[config.mk]
export PLATFORM = sky130hd
export DESIGN_NAME = coef_loader_flat
export DESIGN_NICKNAME = d
export VERILOG_FILES = /design/src/hdl/conv_pkg.sv /design/src/hdl/mem_map_pkg.sv /design/src/hdl/mem_wb_if.sv /design/src/hdl/coef_loader.sv /design/src/flat_wrapper.sv
export SDC_FILE = /design/constraint.sdc
export NUM_CORES = 1
export LEC_CHECK = 0
export BUFFER_PORTS_ARGS = -buffer_cell sky130_fd_sc_hd__clkbuf_2
export CORE_UTILIZATION = 25
export DETAILED_ROUTE_END_ITERATION = 7
export GPL_TIMING_DRIVEN = 0
export PLACE_DENSITY = 0.44
export SLEW_MARGIN = 10
export SYNTH_ARGS = -nofsm -noshare
export SYNTH_HDL_FRONTEND = slang
export SYNTH_SLANG_ARGS = --single-unit
[constraint.sdc]
create_clock -name clk -period 7.46 [get_ports clk]
set_input_delay 0.373 -clock clk [delete_from_list [all_inputs] [get_ports clk]]
set_output_delay 0.373 -clock clk [all_outputs]
set_load 0.01 [all_outputs]
[src/hdl/conv_pkg.sv]
package conv_pkg;

	// bus data word of the external memory
	localparam int WORD_W = 16;

	// taps of a 3x3 kernel, k = ky*3 + kx
	localparam int KERNEL_TAPS = 9;

	typedef logic [WORD_W-1:0] word_t;

	// image pixels are unsigned, coefficients signed
	typedef logic [7:0] pixel_t;
	typedef logic signed [7:0] weight_t;
	typedef logic signed [15:0] bias_t;

	// result wraps on overflow
	typedef logic signed [15:0] acc_t;

	// row or column index
	typedef logic [7:0] pos_t;

endpackage

[src/hdl/mem_map_pkg.sv]
package mem_map_pkg;

	typedef logic [7:0] addr_t;

	// weight for channel ch, tap k at WEIGHT_BASE + ch*9 + k
	localparam addr_t WEIGHT_BASE = 8'd0;

	// one bias word per channel
	localparam addr_t BIAS_BASE = 8'd64;

	// image stored row-major
	localparam addr_t PIXEL_BASE = 8'd128;

endpackage

[src/hdl/mem_wb_if.sv]
interface mem_wb_if;

	logic cyc;
	logic stb;
	mem_map_pkg::addr_t adr;
	conv_pkg::word_t dat;
	logic ack;

	// read-only bus, so dat only flows toward the master
	modport master (
		output cyc,
		output stb,
		output adr,
		input dat,
		input ack
	);

	modport slave (
		input cyc,
		input stb,
		input adr,
		output dat,
		output ack
	);

endinterface

[src/hdl/coef_loader.sv]
module coef_loader #(
	parameter type coef_t = conv_pkg::weight_t,
	parameter int COUNT = 36,
	parameter mem_map_pkg::addr_t BASE = mem_map_pkg::WEIGHT_BASE
) (
	input logic clk,
	input logic rst,
	input logic start,
	mem_wb_if.master bus,
	output coef_t coefs [COUNT],
	output logic loaded
);

	logic busy;
	mem_map_pkg::addr_t idx;

	assign bus.cyc = busy;
	assign bus.stb = busy;
	assign bus.adr = BASE + idx;

	always_ff @(posedge clk or posedge rst)
	begin
		if (rst)
		begin
			busy <= 1'b0;
			loaded <= 1'b0;
			idx <= '0;
		end
		else if (start && !busy)
		begin
			busy <= 1'b1;
			loaded <= 1'b0;
			idx <= '0;
		end
		else if (busy && bus.ack)
		begin
			if (idx == mem_map_pkg::addr_t'(COUNT - 1))
			begin
				busy <= 1'b0;
				loaded <= 1'b1;
			end
			else
				idx <= idx + 1'b1;
		end
	end

	// words enter at the top, so the first one settles at index 0
	always_ff @(posedge clk)
	begin
		if (busy && bus.ack)
		begin
			for (int i = 0; i < COUNT - 1; i++)
				coefs[i] <= coefs[i + 1];
			coefs[COUNT - 1] <= coef_t'(bus.dat[$bits(coef_t) - 1:0]);
		end
	end

endmodule

[src/flat_wrapper.sv]
// flat-port wrapper written by rule: the top's interface ports become plain ports
module coef_loader_flat 
#(
	parameter type coef_t = conv_pkg::weight_t,
	parameter int COUNT = 36,
	parameter mem_map_pkg::addr_t BASE = mem_map_pkg::WEIGHT_BASE
)
  (clk, rst, start, coefs, loaded, bus_cyc, bus_stb, bus_adr, bus_dat, bus_ack);
  mem_wb_if bus_i ();
  input logic clk;
  input logic rst;
  input logic start;
  output coef_t coefs[COUNT];
  output logic loaded;
  output wire logic [$bits(bus_i.cyc)-1:0] bus_cyc;
  output wire logic [$bits(bus_i.stb)-1:0] bus_stb;
  output wire logic [$bits(bus_i.adr)-1:0] bus_adr;
  input wire logic [$bits(bus_i.dat)-1:0] bus_dat;
  input wire logic [$bits(bus_i.ack)-1:0] bus_ack;
  assign bus_cyc = bus_i.cyc;
  assign bus_stb = bus_i.stb;
  assign bus_adr = bus_i.adr;
  assign bus_i.dat = bus_dat;
  assign bus_i.ack = bus_ack;
  coef_loader #(.coef_t(coef_t), .COUNT(COUNT), .BASE(BASE)) u_core (.clk(clk), .rst(rst), .start(start), .bus(bus_i), .coefs(coefs), .loaded(loaded));
endmodule
# Word-level counts from Yosys, hierarchy flattened
# Index checks and enable logic that the tools add are counted.
[op_classes]
add_sub_neg = 1
multipliers = 0
n_div = 0
magnitude_cmp = 0
n_eq_ne = 2
shift = 0
muxes = 9
bitwise_logic = 0
n_reduce_logical = 7
[ops]
columns = ["operator", "n"]
rows = [
  ["2-to-1 mux 8 bit", 3],
  ["adder 8 x 1 -> 8 bit (second input constant)", 1],
  ["== test 8 x 6 -> 1 bit (second input constant)", 1],
  ["2-to-1 mux 1 bit", 6],
  ["AND reduction 2 bit", 2],
  ["nonzero test 2 bit", 2],
  ["logical AND 1 bit", 2],
  ["!= test 2 x 1 -> 1 bit (second input constant)", 1],
  ["logical NOT 1 bit", 1],
]
[word_totals]
regBits = 298
latch_bits = 0
ramBits = 0
rom_bits = 0
output_inout_bits = 299
word_cells = 58
memories = 0

# Longest topological paths before layout
# Gate-level depths: netlist of the first run.
[logic_depth]
ltp_word = 4
ltp_mapped = 4

# Worst setup path before layout of the first run
# OpenSTA, ideal clock, no wires.
[synth_path]
path_type = "register -> register"
startpoint = "register u_core.busy (netlist: u_core.bus.cyc)"
endpoint = "register u_core.idx[2]"
setup_ns = 0.094
arrival_time_ns = 6.945
path_slack_ns = 0.421
path_stages_with_launch = 5
n_path_buf = 0
period_less_slack_ns = 7.039
path_cell_list = "dfrtp_1 nand2_1 inv_1 o2111ai_1 a21oi_1"
[synth_via]
elab_chain_len = 4
elab_cells_between_ends = 7
classes_between = "1 x eq/ne; 1 x mux; 5 x reduce/logical"
[synth_rtl]
columns = ["item", "line", "rtl"]
rows = [
  ["start, declared", "coef_loader.sv:14", "logic busy;"],
  ["start signal, assigned", "coef_loader.sv:25", "busy <= 1'b0;"],
  ["start signal, assigned", "coef_loader.sv:31", "busy <= 1'b1;"],
  ["start signal, assigned", "coef_loader.sv:39", "busy <= 1'b0;"],
  ["logical NOT 1 bit", "coef_loader.sv:29", "else if (start && !busy)"],
  ["logical AND 1 bit", "coef_loader.sv:29", ""],
  ["!= test 2 x 1 -> 1 bit (no source line) or nonzero test 2 bit (tied branches)", "-", ""],
  ["AND reduction 2 bit (no source line)", "-", ""],
  ["end signal, assigned", "coef_loader.sv:43", "idx <= idx + 1'b1;"],
  ["end, declared", "coef_loader.sv:15", "mem_map_pkg::addr_t idx;"],
]
# Parallel ways exist; a longest one is shown, timed or not.
# A chain may end at the register's enable or synchronous reset.

# Worst setup path in the final report of the first run
[layout_path]
startpoint = "register u_core.busy (netlist: u_core.bus.cyc)"
endpoint = "register u_core.coefs[276] in the netlist's numbering, enable pin"
[layout_via]
elab_chain_len = 1
[layout_rtl]
columns = ["item", "line", "rtl"]
rows = [
  ["logical AND 1 bit", "coef_loader.sv:50", "if (busy && bus.ack)"],
  ["end signal, assigned by index", "coef_loader.sv:53", "coefs[i] <= coefs[i + 1];"],
  ["end signal, assigned by index", "coef_loader.sv:54", "coefs[COUNT - 1] <= coef_t'(bus.dat[$bits(coef_t) - 1:0]);"],
  ["end, declared", "coef_loader.sv:10", "output coef_t coefs [COUNT],"],
]
# Every way passes these cells.

==> impl_metrics.ini, run 1 <==
[status]
result_of_the_run = complete, no violations

[sta]
grt_setup_unrepaired = no
max_freq_ghz = 0.443
hold_viol = 0
worst_clock_skew_ps = 15.0
transition_time_at_the_pin_with_the_least_slew_margin_ps = 823
post-route-period-util_pct = 30.3
final.min_clock_period_ps = 2260
max-slew-margin-rel_pct = 45.1
timing.final.max_slew_violations = 0
hold_ws_ps = 40.9
final_setup_fails = 0

[global_route]
grt_usage_pct = 9.78
antenna_found_initial = 0
pin_count_of_the_biggest_net_entering_global_routing = 107
first_global_vias = 4609
grt_first_pass_wirelength_um = 28200
globalRouteOverflowTotal = 0

[detailed_routing]
drtAntennaViolNets = 0
drt_iter0_markers = 207
vias_per_cell = 3.95
wl_per_cell_um = 16.1
drt_wl_total_um = 19000
drc_errors = 0
route.vias.total = 4648
firstDrtPassIters = 4

[synth]
synth_sequential_area_ratio_pct = 96.9
syn_area_um2 = 9190
synth_edf_count = 288
synth_top_area_cell = sky130_fd_sc_hd__edfxtp_1
synth_nets = 365
number_of_synthesized_register_bits = 298
synth_top_cell_area_share_pct = 94.2
yosys.cell_count.top_type = sky130_fd_sc_hd__edfxtp_1
postSynthAreaPerCell_um2 = 26.8
post_synth_inst_count = 343
post_synth_most_frequent_cells = sky130_fd_sc_hd__edfxtp_1, sky130_fd_sc_hd__dfrtp_1, sky130_fd_sc_hd__inv_1
async_reset_ff_share_pct = 3.36
yosys_most_used_dff = sky130_fd_sc_hd__edfxtp_1
synth.distinct_cells = 26
post_synth_main_area_contributors = sky130_fd_sc_hd__edfxtp_1, sky130_fd_sc_hd__dfrtp_1, sky130_fd_sc_hd__mux2i_1, sky130_fd_sc_hd__a21oi_1, sky130_fd_sc_hd__ha_1
yosys_warnings = 0

[clocking]
htree_num_levels = 2
cts_setup_buffers = 0
clock-sinks = 298
ctsRootBufferMaster = sky130_fd_sc_hd__clkbuf_16
clkLatencyLatePin_ps = 510
clock_tree_from_tritoncts = yes
cts_max_path_buffers = 3
clock_transition_at_path_regs_ps = 60
tritoncts.num_buffers = 34

[die]
die_width_um = 194
rows = 69
floorplan.core_area_um2 = 35800
initial_utilization_pct = 25.6
dieHeight_um = 194
dieArea_um2 = 37500
design.portCount = 319

[place]
hpwlAfterDp_um = 12700
numPortBuffers = 310
gpl_wtd_cong = 0.699
dpl.cell_count = 1116

[worst_hold_path]
hold_class = in -> reg

[layout]
syn_to_final_growth_pct = 35.8
finalNonFillerCells = 1178
seqCellArea_um2 = 8900
layout.nets = 714
multi_input_comb_area_um2 = 256
layout.filler_cells = 3452
drive_above_1_share_pct = 50.6
n_antenna_cell = 0

[worst_setup_path]
critical_path_start_end_classification = reg -> reg
worstSetupEndpointType = flip-flop
timing.critical_path.arrival_ps = 2390
path_max_fanout = 106
worst_setup_path_start_kind = flip-flop
required_worst_endpoint_ps = 7590

[power]
report.power.total_mw = 4.03
vdd.ir_drop.worst_mv = 0.219
cell_area_power_density_nw_per_um2 = 323
total_leakage_power_nw = 4.89

[job]
maxCapViolCount = 0
==> power by group <==
group          leakage (nW)  switching (mW)  internal (mW)
clock network         0.515           0.632          0.975
logic                  1.43           0.204          0.114
registers              2.94          0.0881           2.02
==> per-layer routing <==
metal	wire (um)	vias up	part of all wire (%)	GRT usage (%)
met5	0	-	0	0
met4	459	0	2.4	3.70
met3	2480	33	13	5.48
met2	8050	254	42	13.8
met1	8030	2268	42	12.4
li1	-	2093	-	-
==> metrics by stage <==
| step | util (%) | TNS, ps | setup WS [ps] | instance area [um2] |
|---|---|---|---|---|
| finish | 34.8 | 0 | 5200 | 12500 |
| global route | 34.8 | 0 | 4980 | 12500 |
| CTS | 34.8 | 0 | 5120 | 12500 |
| detailed placement | 31.8 | 0 | 5110 | 11400 |
| global placement | 31.6 | -570730 | -2250 | 11300 |
| floorplan | - | 0 | 421 | 9190 |
==> kinds of logic after synthesis <==
logic type               after synthesis  synth area share [%]
AND/OR/NAND/NOR                       20                  1.32
multiplexers                           3                 0.327
adder cells (fa/ha/maj)                2                 0.272
AO/OA/AOI/OAI                         13                 0.872
flip-flops                           298                  96.9
buffers and inverters                  7                 0.327
==> critical path: stages, from the launching register on <==
cell and delay [ps]:
sky130_fd_sc_hd__dfrtp_1 480, sky130_fd_sc_hd__nand2_1 280, sky130_fd_sc_hd__inv_8 550, sky130_fd_sc_hd__buf_16 420
==> sequential cells by signal, indices dropped and copies added, names as in the netlist <==
register	flops
u_core.bus.cyc	1
u_core.coefs	288
u_core.idx	8
u_core.loaded	1
==> worst paths after layout <==
| kind | from | end | slack, ps | depth (start not counted) |
|---|---|---|---|---|
| max | u_core.bus.cyc$_DFFE_PP0P_ | u_core.coefs[276]$_DFFE_PP_ | 5200 | 3 |
| min | bus_dat[5] | u_core.coefs[5]$_DFFE_PP_ | 40 | 1 |
| max reg2reg | u_core.bus.cyc$_DFFE_PP0P_ | u_core.coefs[276]$_DFFE_PP_ | 5200 | 3 |
| min reg2reg | u_core.coefs[115]$_DFFE_PP_ | u_core.coefs[123]$_DFFE_PP_ | 440 | 0 |
| max in group asynchronous | rst | u_core.idx[7]$_DFFE_PP0P_ | 6760 | 3 |
| min in group asynchronous | rst | u_core.bus.cyc$_DFFE_PP0P_ | 400 | 3 |
==> layout by cell type (no fill, tap or decap), drive strengths merged, types with 2 or more instances in the layout <==
cell,count
clkbuf,358
edfxtp,288
nor2,2
o21ai,4
buf,3
nand2,5
clkinv,7
mux2i,3
dfrtp,10
clkinvlp,3
a21oi,5
ha,2
or3,3
bufinv,2
nand3,2
inv,7
==> repair_timing <==
action | in CTS | in global routing
setup endpoints to repair | 0 | 0
resized for setup | 0 | 0
hold endpoints to repair | 10 | 0
hold buffers | 1 | 0
==> cell type report <==
type,count,share of cell area [%]
Clock inverter,13,0.953
Tap cell,461,4.62
Clock buffer,48,7.75
Inverter,6,0.241
Sequential cell,298,71.3
Timing Repair Buffer,313,13.0
Multi-Input combinational cell,38,2.06
Buffer,1,0.0602
(Power assumes the default switching activity.)
==> run 2, diff against run 1 <==
--- a/config.mk
+++ b/config.mk
@@ -9,7 +9,7 @@
 export CORE_UTILIZATION = 25
 export DETAILED_ROUTE_END_ITERATION = 7
 export GPL_TIMING_DRIVEN = 0
-export PLACE_DENSITY = 0.44
+export PLACE_DENSITY = 0.43
 export SLEW_MARGIN = 10
 export SYNTH_ARGS = -nofsm -noshare
 export SYNTH_HDL_FRONTEND = slang
==> constraint.sdc (replaced) <==
create_clock -name clk -period 2.1 [get_ports clk]
set_input_delay 0.105 -clock clk [delete_from_list [all_inputs] [get_ports clk]]
set_output_delay 0.105 -clock clk [all_outputs]
set_load 0.01 [all_outputs]
==> run 2 against run 1 <==
First-iteration DRC count rose by 9.2%. Clock skew fell by 5.5 ps. Combinational power rose to 3.7 times the previous value. Via count rose by 2.4%. Worst hold slack improved by 12 ps. Sequential power rose to 3.6 times the previous value. Largest cell class unchanged.
==> impl_metrics.ini, run 2 (synthesized netlist as in run 1, its figures left out) <==
[clocking]
htree_num_levels = 2
clock-sinks = 298
cts_max_path_buffers = 3
ctsRootBufferMaster = sky130_fd_sc_hd__clkbuf_16
clkLatencyLatePin_ps = 500
tritoncts.num_buffers = 34
clock_transition_at_path_regs_ps = 60
clock_tree_from_tritoncts = yes

[global_route]
globalRouteOverflowTotal = 0
antenna_found_initial = 0
grt_first_pass_wirelength_um = 29600
pin_count_of_the_biggest_net_entering_global_routing = 45
grt_usage_pct = 10.0
first_global_vias = 4924

[die]
floorplan.core_area_um2 = 35800
die_width_um = 194
initial_utilization_pct = 25.6
dieArea_um2 = 37500
rows = 69
dieHeight_um = 194
design.portCount = 319

[layout]
layout.cells.most_common = sky130_fd_sc_hd__clkbuf_2
n_antenna_cell = 0
commonest_cells_after_routing_fill_and_taps_aside = sky130_fd_sc_hd__clkbuf_2, sky130_fd_sc_hd__edfxtp_1, sky130_fd_sc_hd__clkbuf_16
syn_to_final_growth_pct = 37.3
largest_registers = u_core.coefs (288), u_core.idx (8)
registers.top_by_ff_count = u_core.coefs
largest_reg_flops = 288
layout.filler_cells = 3383
layout.nets = 732
layout.core_utilization_pct = 35.2
drive_above_1_share_pct = 51.2

[job]
maxCapViolCount = 0

[sta]
max_freq_ghz = 0.537
final_setup_fails = 0
worst_clock_skew_ps = 9.45
transition_time_at_the_pin_with_the_least_slew_margin_ps = 628
timing.final.max_slew_violations = 0
max-slew-margin-rel_pct = 57.9
post-route-period-util_pct = 88.7
grt_setup_unrepaired = no
final_critical_path_setup_slack_ps = 238
final.min_clock_period_ps = 1860
hold_viol = 0
totalNegativeSetupSlack_ps = 0

[worst_hold_path]
hp-start = bus_ack
hold_class = in -> reg

[power]
vdd.ir_drop.worst_mv = 0.692
total_leakage_power_nw = 4.95
cell_area_power_density_nw_per_um2 = 1110

[worst_setup_path]
required_worst_endpoint_ps = 2280
worstSetupEndpoint = u_core.coefs[211]$_DFFE_PP_
timing.rr.end = u_core.coefs[211]$_DFFE_PP_
worstSetupEndpointType = flip-flop
worst_setup_path_start_kind = flip-flop
r2r-start = u_core.bus.cyc$_DFFE_PP0P_
timing.critical_path.arrival_ps = 2050
path_max_fanout = 43
critical_path_start_end_classification = reg -> reg
rr_worst_depth = 5
setup.reg_to_reg.worst_slack_ps = 240
start_point_of_the_critical_path = u_core.bus.cyc$_DFFE_PP0P_

[detailed_routing]
wl_per_cell_um = 16.3
drc_errors = 0
drt_wl_total_um = 19400
vias_per_cell = 3.99
route.vias.total = 4759
firstDrtPassIters = 4
drt_iter0_markers = 226
drtAntennaViolNets = 0

[place]
hpwlAfterDp_um = 13100
gpl_wtd_cong = 0.750
place_worst_setup_slack_ps = -149
numPortBuffers = 310

[status]
result_of_the_run = complete, no violations
## run 2: cell count changes in the layout (fill, tap and decap cells not counted), moves of 3 or more
cell,before,now
sky130_fd_sc_hd__dlygate4sd3_1,1,10
sky130_fd_sc_hd__buf_12,0,7
sky130_fd_sc_hd__buf_4,1,4
sky130_fd_sc_hd__clkinv_2,1,4
## run 2: final cells by class
class                   instances  area [um2]  area share, %
plain buffers                   1        7.51         0.0595
flip-flops and latches        298        8900           70.6
repair inverters                1        5.00         0.0397
inverters                       6        26.3          0.208
clock buffers                  44         910           7.21
multi-input cells              38         264           2.09
repair buffers                330        1810           14.4
well taps                     461         577           4.57
clock inverters                14         106          0.843
## run 2: critical path, cell delays in order, from the launching register on
cell and delay [ps]:
sky130_fd_sc_hd__dfrtp_2 430, sky130_fd_sc_hd__nand2_4 120, sky130_fd_sc_hd__clkinvlp_4 180, sky130_fd_sc_hd__buf_12 260, sky130_fd_sc_hd__buf_12 240, sky130_fd_sc_hd__buf_12 260
## run 2: how the worst min path moves through the flow
stage | cells past startpoint | slack [ps] | to
2_1_floorplan | 1 | -50 | u_core.idx[0]$_DFFE_PP0P_
3_5_place_dp | 2 | 100 | u_core.loaded$_DFFE_PP0P_
3_3_place_gp | 2 | 90 | u_core.loaded$_DFFE_PP0P_
4_1_cts | 4 | 20 | u_core.bus.cyc$_DFFE_PP0P_
6_report | 4 | 50 | u_core.bus.cyc$_DFFE_PP0P_
5_1_grt | 4 | 70 | u_core.bus.cyc$_DFFE_PP0P_
## run 2: stage by stage
stage | std cells | cell area (um2) | power (mW) | hold WS [ps]
finish | 1193 | 12600 | 14.1 | 52.9
global route | 1193 | 12600 | 14.6 | 70.2
CTS | 1190 | 12600 | 14.3 | 18.7
detailed placement | 1121 | 11500 | 8.78 | 98.0
global placement | 1114 | 11300 | 8.79 | 89.8
floorplan | 343 | 9200 | 8.11 | -54.9
## run 2: what timing repair did
item                                    4_1_cts  5_1_grt
hold buffers                                 10        0
gates cloned                                  1        0
endpoints found under the setup margin       81       81
setup buffers                                 0        3
hold endpoints to repair                     21        0
pin swaps                                     0        0
gates resized for setup                       0        0
## run 2: power breakdown
part | leakage (nW) | internal [mW] | total [mW] | switching, mW
registers | 2.94 | 7.16 | 7.48 | 0.319
clock network | 0.491 | 3.18 | 5.40 | 2.21
logic | 1.52 | 0.448 | 1.18 | 0.735
total | 4.95 | 10.8 | 14.1 | 3.27
## run 2: metal layers
| metal | vias up | track usage (%) | share of wire [%] |
|---|---|---|---|
| li1 | 2113 | - | - |
| met1 | 2345 | 12.7 | 42 |
| met2 | 257 | 14.6 | 43 |
| met3 | 44 | 4.80 | 12 |
| met4 | 0 | 4.15 | 2.9 |
| met5 | - | 0 | 0 |
==> run 3, diff against run 2 <==
--- a/config.mk
+++ b/config.mk
@@ -6,10 +6,12 @@
 export NUM_CORES = 1
 export LEC_CHECK = 0
 export BUFFER_PORTS_ARGS = -buffer_cell sky130_fd_sc_hd__clkbuf_2
+export CELL_PAD_IN_SITES_DETAIL_PLACEMENT = 1
+export CELL_PAD_IN_SITES_GLOBAL_PLACEMENT = 1
 export CORE_UTILIZATION = 25
 export DETAILED_ROUTE_END_ITERATION = 7
 export GPL_TIMING_DRIVEN = 0
-export PLACE_DENSITY = 0.43
+export PLACE_DENSITY = 0.49
 export SLEW_MARGIN = 10
 export SYNTH_ARGS = -nofsm -noshare
 export SYNTH_HDL_FRONTEND = slang
==> run 3 against run 2 <==
Worst hold slack better by 26 ps. Non-clock buffer count is 1 higher. Clock skew grew 2.4 ps. Fmax down 0.69%. Count of clock-buffer cells in the layout fell by 4. Clock power increased by 5.2%. Critical path type unchanged. Critical endpoint is now u_core.coefs[206]$_DFFE_PP_. Largest power group unchanged. Highest routed layer unchanged.
==> impl_metrics.ini, run 3 (synthesized netlist as in run 1, its figures left out) <==
[status]
result_of_the_run = complete, no violations

[detailed_routing]
drt_iter0_markers = 226
drc_errors = 0
drt_wl_total_um = 20400
vias_per_cell = 4.00
drtAntennaViolNets = 0
wl_per_cell_um = 17.1
route.vias.total = 4771
firstDrtPassIters = 4

[worst_setup_path]
path_max_fanout = 42
crit_path_top_delay_cell = sky130_fd_sc_hd__dfrtp_2
slowest_delay_ps = 440
cells_traversed_along_the_worst_timing_path = nand2_4 -> clkinvlp_4 -> buf_12 -> buf_12 -> buf_12
start_point_of_the_critical_path = u_core.bus.cyc$_DFFE_PP0P_
setup.reg_to_reg.worst_slack_ps = 230
rr_worst_depth = 5
crit_top_cell = sky130_fd_sc_hd__buf_12
worstSetupEndpointType = flip-flop
timing.critical_path.arrival_ps = 2120
critical_path_start_end_classification = reg -> reg
worst_setup_path_start_kind = flip-flop
required_worst_endpoint_ps = 2340
timing.rr.end = u_core.coefs[206]$_DFFE_PP_
r2r-start = u_core.bus.cyc$_DFFE_PP0P_

[layout]
n_antenna_cell = 0
commonest_cells_after_routing_fill_and_taps_aside = sky130_fd_sc_hd__clkbuf_2, sky130_fd_sc_hd__edfxtp_1, sky130_fd_sc_hd__clkbuf_16
drive_above_1_share_pct = 51.3
layout.cells.most_common = sky130_fd_sc_hd__clkbuf_2
largest_registers = u_core.coefs (288), u_core.idx (8)
largest_reg_flops = 288
syn_to_final_growth_pct = 37.9
layout.filler_cells = 3674
registers.top_by_ff_count = u_core.coefs
stdcell_area_um2 = 12700
layout.nets = 730

[sta]
post-route-period-util_pct = 89.3
final.min_clock_period_ps = 1870
transition_time_at_the_pin_with_the_least_slew_margin_ps = 480
final_setup_fails = 0
grt_setup_unrepaired = no
worst_clock_skew_ps = 11.8
max-slew-margin-rel_pct = 67.8
max_freq_ghz = 0.533
timing.final.max_slew_violations = 0
hold_viol = 0

[clocking]
clock_tree_from_tritoncts = yes
ctsRootBufferMaster = sky130_fd_sc_hd__clkbuf_16
clock-sinks = 298
tritoncts.num_buffers = 31
clkLatencyLatePin_ps = 560
cts_max_path_buffers = 3
htree_num_levels = 1
clock_transition_at_path_regs_ps = 60

[place]
gpl_wtd_cong = 0.783
numPortBuffers = 310
hpwlAfterDp_um = 14200
dpl-instance-area_um2 = 11500

[global_route]
grt_usage_pct = 10.7
first_global_vias = 5051
globalRouteOverflowTotal = 0
grt_first_pass_wirelength_um = 31700
pin_count_of_the_biggest_net_entering_global_routing = 48
antenna_found_initial = 0

[job]
maxCapViolCount = 0

[die]
rows = 69
floorplan.core_area_um2 = 35800
initial_utilization_pct = 25.6
dieHeight_um = 194
dieArea_um2 = 37500
design.portCount = 319
die_width_um = 194

[power]
total_leakage_power_nw = 4.98
vdd.ir_drop.worst_mv = 0.628
report.power.total_mw = 14.4
cell_area_power_density_nw_per_um2 = 1130

[worst_hold_path]
hold_class = in -> async
## run 3: worst max path at each step
stage	slack, ps	cells past startpoint	end
2_1_floorplan	-3200	2	u_core.coefs[0]$_DFFE_PP_
3_3_place_gp	-4680	2	u_core.coefs[256]$_DFFE_PP_
3_5_place_dp	-70	5	u_core.coefs[190]$_DFFE_PP_
4_1_cts	70	5	u_core.coefs[206]$_DFFE_PP_
5_1_grt	120	5	u_core.coefs[174]$_DFFE_PP_
6_report	230	5	u_core.coefs[206]$_DFFE_PP_
## run 3: critical path: cells and delay by family, from the launching register on
| family | cells | cell delay (ps) |
|---|---|---|
| flip-flops | 1 | 440 |
| AND/OR/NAND/NOR | 1 | 120 |
| buffers and inverters | 4 | 950 |
## run 3: power by group
| part | internal (mW) | leakage (nW) | switching (mW) |
|---|---|---|---|
| clock | 3.48 | 0.514 | 2.20 |
| sequential | 7.15 | 2.94 | 0.326 |
| combinational | 0.449 | 1.52 | 0.754 |
## run 3: timing repair
item,in CTS,in global routing
buffers inserted,0,3
setup endpoints to repair,82,82
cloned,1,0
hold buffers,11,0
hold endpoints to repair,27,0
gates resized for setup,0,0
## run 3: per-layer routing
| metal | global-route usage [%] | share of wire [%] | vias up |
|---|---|---|---|
| li1 | - | - | 2114 |
| met5 | 0 | 0 | - |
| met3 | 5.50 | 12 | 35 |
| met4 | 3.20 | 2.5 | 0 |
| met1 | 13.1 | 41 | 2371 |
| met2 | 16.3 | 45 | 251 |
## run 3: per-stage QoR
stage	utilization [%]	TNS, ps	hold slack (ps)	setup slack, ps	cells
finish	35.4	0	79.1	225	1194
global route	35.4	0	105	120	1194
CTS	35.3	0	41.9	66.6	1191
detailed placement	32.0	-4440	105	-65.9	1121
global placement	31.6	-1352480	94.0	-4680	1114
floorplan	-	-929230	-54.9	-3200	343
## run 3: final cells by class
cell class	instances	area (um2)	share of cell area, %
well taps	461	577	4.55
multi-input cells	38	264	2.08
repair inverters	1	5.00	0.0395
inverters	6	26.3	0.207
clock inverters	18	244	1.93
plain buffers	1	7.51	0.0593
flip-flops and latches	298	8900	70.3
clock buffers	40	820	6.47
repair buffers	331	1820	14.4
